<file path="config.mk">
export PLATFORM = sky130hd
export DESIGN_NAME = radix4_divider
export DESIGN_NICKNAME = d
export VERILOG_FILES = /design/src/design/div_cfg_pkg.sv /design/src/design/div_types_pkg.sv /design/src/design/divisor_mult_if.sv /design/src/design/div_control.sv /design/src/design/div_datapath.sv /design/src/design/radix4_digit_stage.sv /design/src/design/radix4_divider.sv
export SDC_FILE = /design/constraint.sdc
export NUM_CORES = 1
export LEC_CHECK = 0
export BUFFER_PORTS_ARGS = -buffer_cell sky130_fd_sc_hd__buf_2
export CORE_MARGIN = 10
export CORE_UTILIZATION = 35
export DETAILED_ROUTE_END_ITERATION = 10
export PLACE_DENSITY = 0.47
export SLEW_MARGIN = 20
export SYNTH_ARGS = -nofsm -noshare
export SYNTH_HDL_FRONTEND = slang
export SYNTH_SLANG_ARGS = --single-unit
export TNS_END_PERCENT = 5
</file>
<file path="constraint.sdc">
create_clock -name ctl_clk -period 11.7 [get_ports ctl_clk]
set_clock_uncertainty 0.1 [all_clocks]
set_input_delay 1.17 -clock ctl_clk [delete_from_list [all_inputs] [get_ports ctl_clk]]
set_output_delay 1.17 -clock ctl_clk [all_outputs]
set_load 0.1 [all_outputs]
</file>
<file path="src/design/div_cfg_pkg.sv">
// Divider sizes: operand width, digit count, stage limit and counter width
package div_cfg_pkg;

    // Operand width of dividend, divisor, quotient and remainder
    localparam int DATA_WIDTH = 32;

    // Two quotient bits per radix-4 digit
    localparam int RADIX4_DIGITS = DATA_WIDTH / 2;

    // Longest digit chain allowed in one clock
    localparam int MAX_DIGITS_PER_CYCLE = 8;

    // Iteration counter, enough for one digit per cycle
    localparam int COUNT_WIDTH = 5;

endpackage

</file>
<file path="src/design/div_types_pkg.sv">
// Divider data types: words, digits, working register union, control states
package div_types_pkg;

    // Operand, quotient or remainder
    typedef logic [div_cfg_pkg::DATA_WIDTH-1:0] word_t;

    // Divisor multiple, up to three times the divisor
    typedef logic [div_cfg_pkg::DATA_WIDTH+1:0] wide_word_t;

    // One radix-4 quotient digit
    typedef logic [1:0] digit_t;

    // Working register
    // shifted as one word while dividing, split into remainder and quotient at the end
    typedef union packed {
        logic [2*div_cfg_pkg::DATA_WIDTH-1:0] shift;
        struct packed {
            word_t rem;
            word_t quo;
        } parts;
    } calc_word_t;

    // Control FSM states
    typedef enum logic [1:0] {
        ST_IDLE,
        ST_CALC,
        ST_DONE
    } ctl_state_t;

endpackage

</file>
<file path="src/design/divisor_mult_if.sv">
// Interface with the divisor multiples and their fit flags for the digit stages
`timescale 1ns/100ps

interface divisor_mult_if;

    // One, two and three times the divisor
    div_types_pkg::word_t      x1;
    div_types_pkg::wide_word_t x2;
    div_types_pkg::wide_word_t x3;

    // Multiple has nothing above the operand width
    logic x2_fits;
    logic x3_fits;

    modport source (
        output x1, x2, x3, x2_fits, x3_fits
    );

    modport stage (
        input x1, x2, x3, x2_fits, x3_fits
    );

endinterface

</file>
<file path="src/design/div_control.sv">
// Divider control: handshake FSM, iteration counter and datapath strobes
`timescale 1ns/100ps

module div_control #(
    parameter int DIGITS_PER_CYCLE = 2
) (
    input  logic ctl_clk,
    input  logic reset,
    input  logic trigger,
    output logic ready,
    output logic done,
    output logic load,
    output logic step,
    output logic capture
);

    localparam int CW = div_cfg_pkg::COUNT_WIDTH;
    localparam int STEPS = div_cfg_pkg::RADIX4_DIGITS / DIGITS_PER_CYCLE;
    localparam logic [CW-1:0] LAST_STEP = CW'(STEPS - 1);

    div_types_pkg::ctl_state_t state;
    logic [CW-1:0]             count;
    logic                      accept;

    if ((DIGITS_PER_CYCLE < 1) ||
        (DIGITS_PER_CYCLE > div_cfg_pkg::MAX_DIGITS_PER_CYCLE) ||
        (div_cfg_pkg::RADIX4_DIGITS % DIGITS_PER_CYCLE != 0)) begin : g_param_check
        $error("DIGITS_PER_CYCLE must divide %0d and not exceed %0d",
               div_cfg_pkg::RADIX4_DIGITS, div_cfg_pkg::MAX_DIGITS_PER_CYCLE);
    end

    assign accept = trigger && ready;

    // Operands are taken on the accepting edge itself
    assign load = accept;

    always_ff @(posedge ctl_clk) begin
        if (!reset) begin
            state   <= div_types_pkg::ST_IDLE;
            count   <= '0;
            ready   <= 1'b0;
            step    <= 1'b0;
            capture <= 1'b0;
            done    <= 1'b0;
        end else begin
            done    <= capture;
            capture <= 1'b0;
            case (state)
                div_types_pkg::ST_IDLE,
                div_types_pkg::ST_DONE: begin
                    ready <= 1'b1;
                    if (accept) begin
                        state <= div_types_pkg::ST_CALC;
                        ready <= 1'b0;
                        step  <= 1'b1;
                        count <= '0;
                    end else begin
                        state <= div_types_pkg::ST_IDLE;
                    end
                end
                div_types_pkg::ST_CALC: begin
                    if (capture) begin
                        // Result lands together with done
                        state <= div_types_pkg::ST_DONE;
                        ready <= 1'b1;
                    end else if (count == LAST_STEP) begin
                        step    <= 1'b0;
                        capture <= 1'b1;
                    end else begin
                        count <= count + 1'b1;
                    end
                end
                default: begin
                    state <= div_types_pkg::ST_IDLE;
                    step  <= 1'b0;
                end
            endcase
        end
    end

endmodule

</file>
<file path="src/design/div_datapath.sv">
// Divider datapath: operand and working registers, multiples, stage chain, results
`timescale 1ns/100ps

module div_datapath #(
    parameter int DIGITS_PER_CYCLE = 2
) (
    input  logic                 ctl_clk,
    input  logic                 reset,
    input  logic                 load,
    input  logic                 step,
    input  logic                 capture,
    input  div_types_pkg::word_t a,
    input  div_types_pkg::word_t b,
    output div_types_pkg::word_t q,
    output div_types_pkg::word_t r
);

    localparam int DW = div_cfg_pkg::DATA_WIDTH;
    localparam int SHIFT = 2 * DIGITS_PER_CYCLE;

    div_types_pkg::word_t                          divisor;
    div_types_pkg::calc_word_t                     work;
    div_types_pkg::word_t [DIGITS_PER_CYCLE:0]     stage_rem;
    logic [SHIFT-1:0]                              step_digits;

    divisor_mult_if mult_bus ();

    // Multiples stay fixed for the whole operation
    assign mult_bus.x1      = divisor;
    assign mult_bus.x2      = {1'b0, divisor, 1'b0};
    assign mult_bus.x3      = mult_bus.x2 + {2'b00, divisor};
    assign mult_bus.x2_fits = (mult_bus.x2[DW+1:DW] == 2'b00);
    assign mult_bus.x3_fits = (mult_bus.x3[DW+1:DW] == 2'b00);

    assign stage_rem[0] = work.shift[2*DW-1:DW];

    // Stage 0 takes the top dividend bits and yields the most significant digit
    for (genvar i = 0; i < DIGITS_PER_CYCLE; i++) begin : g_stage
        radix4_digit_stage u_stage (
            .rem_in    (stage_rem[i]),
            .next_bits (work.shift[DW-1-2*i -: 2]),
            .mult      (mult_bus),
            .rem_out   (stage_rem[i+1]),
            .digit     (step_digits[SHIFT-1-2*i -: 2])
        );
    end

    always_ff @(posedge ctl_clk) begin
        if (load) begin
            divisor         <= b;
            work.parts.rem  <= '0;
            work.parts.quo  <= a;
        end else if (step) begin
            work.shift <= {stage_rem[DIGITS_PER_CYCLE], work.shift[DW-SHIFT-1:0], step_digits};
        end
    end

    always_ff @(posedge ctl_clk) begin
        if (!reset) begin
            q <= '0;
            r <= '0;
        end else if (capture) begin
            q <= work.parts.quo;
            r <= work.parts.rem;
        end
    end

endmodule

</file>
<file path="src/design/radix4_digit_stage.sv">
// Radix-4 digit stage: three trial subtractions and priority digit select
`timescale 1ns/100ps

module radix4_digit_stage (
    input  div_types_pkg::word_t  rem_in,
    input  div_types_pkg::digit_t next_bits,
    divisor_mult_if.stage         mult,
    output div_types_pkg::word_t  rem_out,
    output div_types_pkg::digit_t digit
);

    localparam int DW = div_cfg_pkg::DATA_WIDTH;

    div_types_pkg::wide_word_t shifted;
    logic [DW:0]               diff1;
    logic [DW:0]               diff2;
    logic [DW:0]               diff3;
    logic                      ge1;
    logic                      ge2;
    logic                      ge3;

    // Shifted value covers the multiple, from the top bits and the low word borrow
    function automatic logic covers(input logic [1:0] top, input logic [1:0] mult_top,
                                    input logic fits, input logic borrow);
        logic ge;
        if (fits) begin
            ge = (top != 2'b00) || !borrow;
        end else begin
            ge = (top > mult_top) || ((top == mult_top) && !borrow);
        end
        return ge;
    endfunction

    assign shifted = {rem_in, next_bits};

    // Low word differences, top bit is the borrow
    assign diff1 = {1'b0, shifted[DW-1:0]} - {1'b0, mult.x1};
    assign diff2 = {1'b0, shifted[DW-1:0]} - {1'b0, mult.x2[DW-1:0]};
    assign diff3 = {1'b0, shifted[DW-1:0]} - {1'b0, mult.x3[DW-1:0]};

    assign ge1 = covers(shifted[DW+1:DW], 2'b00, 1'b1, diff1[DW]);
    assign ge2 = covers(shifted[DW+1:DW], mult.x2[DW+1:DW], mult.x2_fits, diff2[DW]);
    assign ge3 = covers(shifted[DW+1:DW], mult.x3[DW+1:DW], mult.x3_fits, diff3[DW]);

    // Highest multiple that fits wins, the new remainder is below the divisor
    always_comb begin
        if (ge3) begin
            digit   = 2'd3;
            rem_out = diff3[DW-1:0];
        end else if (ge2) begin
            digit   = 2'd2;
            rem_out = diff2[DW-1:0];
        end else if (ge1) begin
            digit   = 2'd1;
            rem_out = diff1[DW-1:0];
        end else begin
            digit   = 2'd0;
            rem_out = shifted[DW-1:0];
        end
    end

endmodule

</file>
<file path="src/design/radix4_divider.sv">
// Radix-4 iterative divider top level: control FSM and datapath
`timescale 1ns/100ps

module radix4_divider #(
    parameter int DIGITS_PER_CYCLE = 2
) (
    input  logic                 ctl_clk,
    input  logic                 reset,
    input  logic                 trigger,
    input  div_types_pkg::word_t a,
    input  div_types_pkg::word_t b,
    output logic                 ready,
    output logic                 done,
    output div_types_pkg::word_t q,
    output div_types_pkg::word_t r
);

    logic load;
    logic step;
    logic capture;

    div_control #(
        .DIGITS_PER_CYCLE (DIGITS_PER_CYCLE)
    ) u_control (
        .ctl_clk (ctl_clk),
        .reset   (reset),
        .trigger (trigger),
        .ready   (ready),
        .done    (done),
        .load    (load),
        .step    (step),
        .capture (capture)
    );

    div_datapath #(
        .DIGITS_PER_CYCLE (DIGITS_PER_CYCLE)
    ) u_datapath (
        .ctl_clk (ctl_clk),
        .reset   (reset),
        .load    (load),
        .step    (step),
        .capture (capture),
        .a       (a),
        .b       (b),
        .q       (q),
        .r       (r)
    );

endmodule

</file>
==> summary.md, run 1 <==
| Metric | Value |
|---|---|
| Run status | completed |
| Top_reg_cell synth | dfxtp_1 |
| Final setup viols | 0 |
| Largest family of logic cells by synthesized area | compound AO/OA/AOI/OAI gates |
| Compound-Gate Fraction of Synth Area | between 20 and 30% |
| Worst-path maximum fanout | 28 |
| RSZ-0062 raised after global routing | false |
| Synth Area in XOR/XNOR | under 10% |
| ANT cells | 0 |
| Max_cap viols | 0 |
| Post-synthesis cell type count | 99 |
| Share of cells above drive strength 1 | 12.1% |
| First-pass detailed-route iteration total | 5 |
| Setup TNS Final | 0 ns |
| Worst-path clk slew | 0.08 ns |
| Via/cell ratio | around 5.7 |
| Wire per inst | ~22 µm |
| Nets | around 2700 |
| Placer Congestion | a little over 0.9 |
| Routed vias | 18300 |
| Antenna violations before repair | 5 |
| Vias in the first global route | around 18000 |
| Worst EP required | approximately 12 ns |
| CP Class | reg2reg |
| Async SR Flop Fraction | 0% |
| Slew headroom | 25.6% |
| Synthesis Warnings | 0 |
| Worst setup EP type | flop |
| Buf+Inv Stages, Crit Path | 0 |
| Commonest cells after routing, fill and taps aside | ha_1 (217), a21oi_1 (191), nor2_1 (187), nand2_1 (151), mux2i_1 (139) |
| Largest net degree at the start of global routing | 45 |
| Synth Area in Simple Gates | roughly 17% |
| WP data arrival | ~11 ns |
| Die ar. | roughly 0.065 mm² |
| Syn_area_per_cell | between 8 and 9 µm² |
| Port Buffers | between 100 and 150 |
| CTS Buffer Depth | 2 |
| Final Cycle Share | 93.7% |
| Cell row count | 86 |
| GRT Resource Usage Total | 21.1% |
| Post-synthesis mux area share | a little under a tenth |
| Register Area | roughly 0.004 mm² |
| Synth Area in Adders | around 15% |
| Tightest Pin Transition | ~1.1 ns |
| Global-route wire length before repair | 108 mm |
| Core Area | about 0.055 mm² |
| Ports | around 130 |
| Seq/Total Area, Yosys | about a fifth |
| Max stage delay on crit path | 0.67 ns |
| Half-perimeter wire length after placement | about 57 mm |
| Post-layout util | about two fifths |
| Post-route ant nets | 0 |
| CP startpoint kind | flop |
| Hold WC Path Type | reg2reg |
| Root buffer cell | clkbuf_16 |
| Initial Utilization | between 30% and 40% |
| TritonCTS Sinks | about 170 |
| DRC viols | 0 |
| Initial DRC count | between 1000 and 1500 |
| Mapped Cells | between 2000 and 2500 |
| Area of the mapped netlist | 0.0195 mm² |
| Htree depth | 4 |
| Max frequency | 91.3 MHz |
| Die X | between 200 and 300 µm |
| Mapped Nets | about 2600 |
| Area of the multi-input gates | approximately 0.015 mm² |
| CTS tree | yes |
| Total routed wirelength | roughly 70 mm |
| GRT overflow | 0 |
| Die Span Y | 256 µm |
| Cts bufs inserted | 17 |
| Final hold vios | 0 |
| CP delay by family, top | compound AO/OA/AOI/OAI gates |
| Seq cells post-synth | about 170 |
| Worst-skew pair later-pin latency | about 0.49 ns |
| # fillers | about 5700 |
| Slew Limit Fails | 0 |
| Slowest CP cell | or4_4 |
| EDFF count, synth | 64 |
| Final min period | about 11 ns |
| Commonest non-fill, non-tap cell in the layout | ha_1 |
| Area Overhead vs Synth | 11.1% |
| # Post-CTS Setup Buffers | 0 |
-- through the flow --
stage	setup WS, ns	hold slack (ns)	std cells	instance area [µm²]
after floorplan	2.07	0.374	2343	19500
after global placement	0.521	0.390	3178	21000
after detailed placement	0.346	0.397	3178	21000
after CTS	0.284	0.409	3210	21600
after global routing	0.0497	0.435	3210	21600
final	0.741	0.401	3210	21600
-- worst paths after layout --
check	slack, ns	startpoint	depth (start not counted)	to
max	0.74	u_datapath.divisor[1]$_DFFE_PP_	41	u_datapath.work[61]$_SDFFE_PP0P_
min	0.40	u_control.ready$_SDFFE_PN0P_	2	u_control.ready$_SDFFE_PN0P_
max reg2reg	0.74	u_datapath.divisor[1]$_DFFE_PP_	41	u_datapath.work[61]$_SDFFE_PP0P_
min reg2reg	0.40	u_control.ready$_SDFFE_PN0P_	2	u_control.ready$_SDFFE_PN0P_
-- cell families after synthesis --
group / count (synthesis)
compound gates: 719
simple gates: 686
fa+ha+maj: 231
xor+xnor: 187
mux: 177
buf+inv: 172
flops: 171
-- worst min-delay path, cell delays in order, from the launching register on --
cell and delay [ns]:
dfxtp_1 0.33, inv_1 0.05, a31oi_1 0.07
-- timing repair --
item	in CTS	in global routing
endpoints found under the setup margin	0	34
hold buffers	0	0
hold endpoints to repair	0	0
resized for setup	0	5
-- state kept, by name, summed over array words and instances (netlist names) --
name,count
u_control.ready,1
u_datapath.divisor,32
u_control.state,2
u_datapath.q,32
u_control.done,1
u_control.step,1
u_datapath.work,64
u_control.capture,1
u_datapath.r,32
u_control.count,5
-- cells in the mapped netlist (18+ instances only) --
library cell | count | share of area, %
a211oi_1 | 46 | 1.8
a21o_1 | 71 | 2.7
a21oi_1 | 192 | 4.9
and3_1 | 18 | 0.58
buf_2 | 18 | 0.46
clkbuf_1 | 41 | 0.79
dfxtp_1 | 107 | 11
edfxtp_1 | 64 | 9.9
ha_1 | 217 | 14
inv_1 | 95 | 1.8
mux2_2 | 37 | 2.1
mux2i_1 | 139 | 7.1
nand2_1 | 151 | 2.9
nand2b_1 | 41 | 1.3
nand3_1 | 40 | 1.0
nor2_1 | 189 | 3.6
nor2b_1 | 90 | 2.9
nor3_1 | 57 | 1.5
o211ai_1 | 19 | 0.73
o21a_1 | 50 | 1.9
o21ai_0 | 132 | 3.4
o21bai_1 | 18 | 0.69
or3_1 | 21 | 0.67
xnor2_1 | 115 | 5.2
xor2_1 | 68 | 3.1
-- layer usage --
| layer | vias up | track usage [%] | share of wire [%] |
|---|---|---|---|
| met2 | 604 | 31.5 | 41 |
| met3 | 75 | 5.90 | 8.5 |
| met5 | - | 0 | 0.082 |
| met1 | 8704 | 29.2 | 48 |
| met4 | 10 | 5.74 | 2.1 |
| li1 | 8936 | - | - |
-- cell type report --
| class | instances | share of cell area [%] |
|---|---|---|
| clock buffers | 19 | 2.00 |
| clock inverters | 13 | 0.717 |
| inverters | 96 | 1.67 |
| multi-input cells | 2000 | 68.3 |
| flip-flops and latches | 171 | 18.8 |
| well taps | 748 | 4.33 |
| repair buffers | 163 | 4.19 |
Power of run 1 is not shown: default switching activity piles up to over one toggle a cycle in this logic, so the estimate is an artifact.
==> inputs of run 2 (changes only) <==
- SYNTH_HIERARCHICAL: unset -> 1
==> run 2 against run 1 <==
Compared with the run above:
- sequential cell count unchanged
- critical path depth is 9 lower
- synthesized cell count increased by 9.7%
- fmax is 7.3% higher
- wire length grew 4.5%
- area after synthesis up 5.4%
- clock-buffer cell count fell by 2
- via count increased by 4.5%
- largest cell class unchanged
==> summary.md, run 2 <==
| Metric | Value |
|---|---|
| CP startpoint kind | flop |
| Nets | 2964 (+8.2%) |
| Post-CTS Resized | 0 (unchanged) |
| Die Span Y | 262 µm (+2.4%) |
| Post-route ant nets | 0 (unchanged) |
| Register Area | 0.00407 mm² (about the same) |
| Worst EP required | 11.86 ns (-0.08 ns) |
| Total routed wirelength | 74.2 mm (+4.5%) |
| Share of the synthesized area in the top cell type | 14.3% (+0.33 points) |
| DRC viols | 0 (unchanged) |
| Synth top area cells | ha_1 (14%), dfxtp_1 (10%), edfxtp_1 (9.4%), xnor2_1 (5.6%), a21oi_1 (5.3%) |
| Die ar. | 0.0687 mm² (+4.9%) |
| Met1 WL | 36.2 mm (+5.7%) |
| Max_cap viols | 0 (unchanged) |
| Seq cells post-synth | 171 (unchanged) |
| Largest net degree at the start of global routing | 71 (+58%) |
| Cts bufs inserted | 17 (unchanged) |
| Worst setup EP type | flop |
| Final Cycle Share | 87.3% (-6.3 points) |
| Max stage delay on crit path | 0.67 ns (about the same) |
| EDFF count, synth | 64 (unchanged) |
| Setup TNS Final | 0 ns (unchanged) |
| Post-CTS Hold Buffers | 0 (unchanged) |
| Worst-skew pair later-pin latency | 0.51 ns (+0.02 ns) |
| Syn_area_per_cell | 7.98 µm² (-4.0%) |
| WP data arrival | 10.38 ns (-0.82 ns) |
| Post-synthesis cell type count | 92 (-7.1%) |
| Half-perimeter wire length after placement | 59.2 mm (+4.3%) |
| Final hold vios | 0 (unchanged) |
| TritonCTS Sinks | 171 (unchanged) |
| Mapped Cells | 2571 (+9.7%) |
| Root buffer cell | clkbuf_16 |
| # Post-CTS Setup Buffers | 0 (unchanged) |
| Vias in the first global route | 18700 (+4.6%) |
| Commonest cells after routing, fill and taps aside | inv_1 (240), ha_1 (234), nand2_1 (222), a21oi_1 (216), nor2_1 (163) |
| Largest register FFs | 64 (unchanged) |
| Hold WC Path Type | reg2reg |
| Top_reg_cell synth | dfxtp_1 |
| CP Class | reg2reg |
| Die X | 262 µm (+2.4%) |
| RSZ-0062 raised after global routing | false |
| Max layer used | met4 |
| Commonest non-fill, non-tap cell in the layout | inv_1 |
| Area of the mapped netlist | 0.0205 mm² (+5.4%) |
| Run status | completed |
| GRT overflow | 0 (unchanged) |
| Area Overhead vs Synth | 9.88% |
| Initial Utilization | 35.5% (+0.15 points) |
| Via/cell ratio | 5.58 (-2.3%) |
| Ports | 133 (unchanged) |
| Wire per inst | 21.6 µm (-2.3%) |
| First-pass detailed-route iteration total | 5 (unchanged) |
| Htree depth | 4 (unchanged) |
| Routed wire length on met3 | 3.77 mm (-37%) |
| Core Area | 0.0578 mm² (+4.9%) |
| Slowest CP cell | a31oi_1 |
| Worst-path maximum fanout | 47 (+68%) |
| Largest Register | u_datapath/work |
| Share of cells above drive strength 1 | 12.3% (+0.11 points) |
| Cell row count | 88 (+2.3%) |
| Placer Congestion | 0.914 (-0.67%) |
| Global-route wire length before repair | 113 mm (+5.0%) |
| Async SR Flop Fraction | 0% (unchanged) |
| Max frequency | 97.9 MHz (+7.3%) |
| GRT Resource Usage Total | 21.4% (+0.27 points) |
| Synthesis Warnings | 6 (+6) |
| CTS tree | yes |
| Commonest cells in the netlist | inv_1 (240), ha_1 (234), nand2_1 (222) |
| Slew Limit Fails | 0 (unchanged) |
| Tightest Pin Transition | 0.992 ns (-0.120 ns) |
| Port Buffers | 132 (unchanged) |
| ANT cells | 0 (unchanged) |
| Cell with the most instances after synthesis | inv_1 |
| Final setup viols | 0 (unchanged) |
| Area of the multi-input gates | 0.0151 mm² (+2.4%) |
| CTS Buffer Depth | 2 (unchanged) |
| Routed vias | 19200 (+4.5%) |
| Initial DRC count | 1182 (-11%) |
| CP dominant cell by count | a21oi_1 |
| Final min period | 10.22 ns (-0.743 ns) |
| # fillers | 5984 (+4.3%) |
| Seq/Total Area, Yosys | 19.8% (-1.1 points) |
| Antenna violations before repair | 1 (-4) |
| Met2 WL | 32.8 mm (+12%) |
| Slew headroom | 33.9% (+8.3 points) |
| Leading area contributor after synthesis | ha_1 |
| Worst-path clk slew | 0.08 ns (about the same) |
==> run 2: cell count changes after synthesis, sizes merged, moves of 31 or more <==
cell,delta
inv,+147
mux2i,-33
nand2,+75
nor3,-31
o211ai,+58
o21ai,+31
==> run 2: cell families (layout without fill, tap and decap cells) <==
| logic type | Yosys count | in the layout | synth area share, % |
|---|---|---|---|
| adder cells (fa/ha/maj) | 241 | 241 | 15.0 |
| buffers and inverters | 330 | 425 | 6.63 |
| AO/OA/AOI/OAI | 831 | 831 | 28.0 |
| flip-flops | 171 | 171 | 19.8 |
| other | 1 | 4 | 0.0183 |
| multiplexers | 138 | 138 | 6.93 |
| XOR/XNOR | 191 | 191 | 8.16 |
| AND/OR/NAND/NOR | 668 | 668 | 15.5 |
==> run 2: worst paths after layout <==
check / start / endpoint / slack [ns] / cells after the start
setup / recovery: u_datapath/divisor[1]$_DFFE_PP_ / u_datapath/work[0]$_DFFE_PP_ / 1.48 / 32
hold / removal: u_control/count[0]$_SDFFE_PN0P_ / u_control/count[0]$_SDFFE_PN0P_ / 0.38 / 1
setup reg to reg: u_datapath/divisor[1]$_DFFE_PP_ / u_datapath/work[0]$_DFFE_PP_ / 1.48 / 32
hold reg to reg: u_control/count[0]$_SDFFE_PN0P_ / u_control/count[0]$_SDFFE_PN0P_ / 0.38 / 1
==> run 2: area by class of cell <==
| class | count | share of cell area [%] |
|---|---|---|
| tap | 765 | 4.25 |
| clock inverter | 15 | 1.02 |
| multi-input combinational | 2073 | 67.1 |
| clock buffer | 17 | 1.89 |
| timing repair buffer | 151 | 3.62 |
| sequential | 171 | 18.1 |
| inverter | 242 | 4.03 |
==> run 2: layer usage <==
metal  up-vias  GRT usage (%)
met4         0           5.79
met1      9144           29.9
li1       9424              -
met2       517           33.7
met3        68           3.22
met5         -              0
==> run 2: metrics by stage <==
step	instance area [µm²]	instances	hold WS [ns]	util [%]	worst slack [ns]
floorplan	20500	2574	0.340	-	4.01
global placement	21900	3402	0.362	37.8	1.76
detailed placement	21900	3402	0.369	37.8	1.58
CTS	22500	3434	0.386	39.0	1.55
global route	22500	3434	0.412	39.0	0.719
finish	22500	3434	0.384	39.0	1.48
==> run 2: critical path: cells and delay by family (launching register included) <==
kind | cells | cell delay (ns)
adder cells (fa/ha/maj) | 4 | 1.57
AND/OR/NAND/NOR | 4 | 1.26
buffers and inverters | 1 | 0.08
flip-flops | 1 | 0.61
AO/OA/AOI/OAI | 21 | 5.68
XOR/XNOR | 1 | 0.26
multiplexers | 1 | 0.35
Power of run 2 is left out for the same reason.
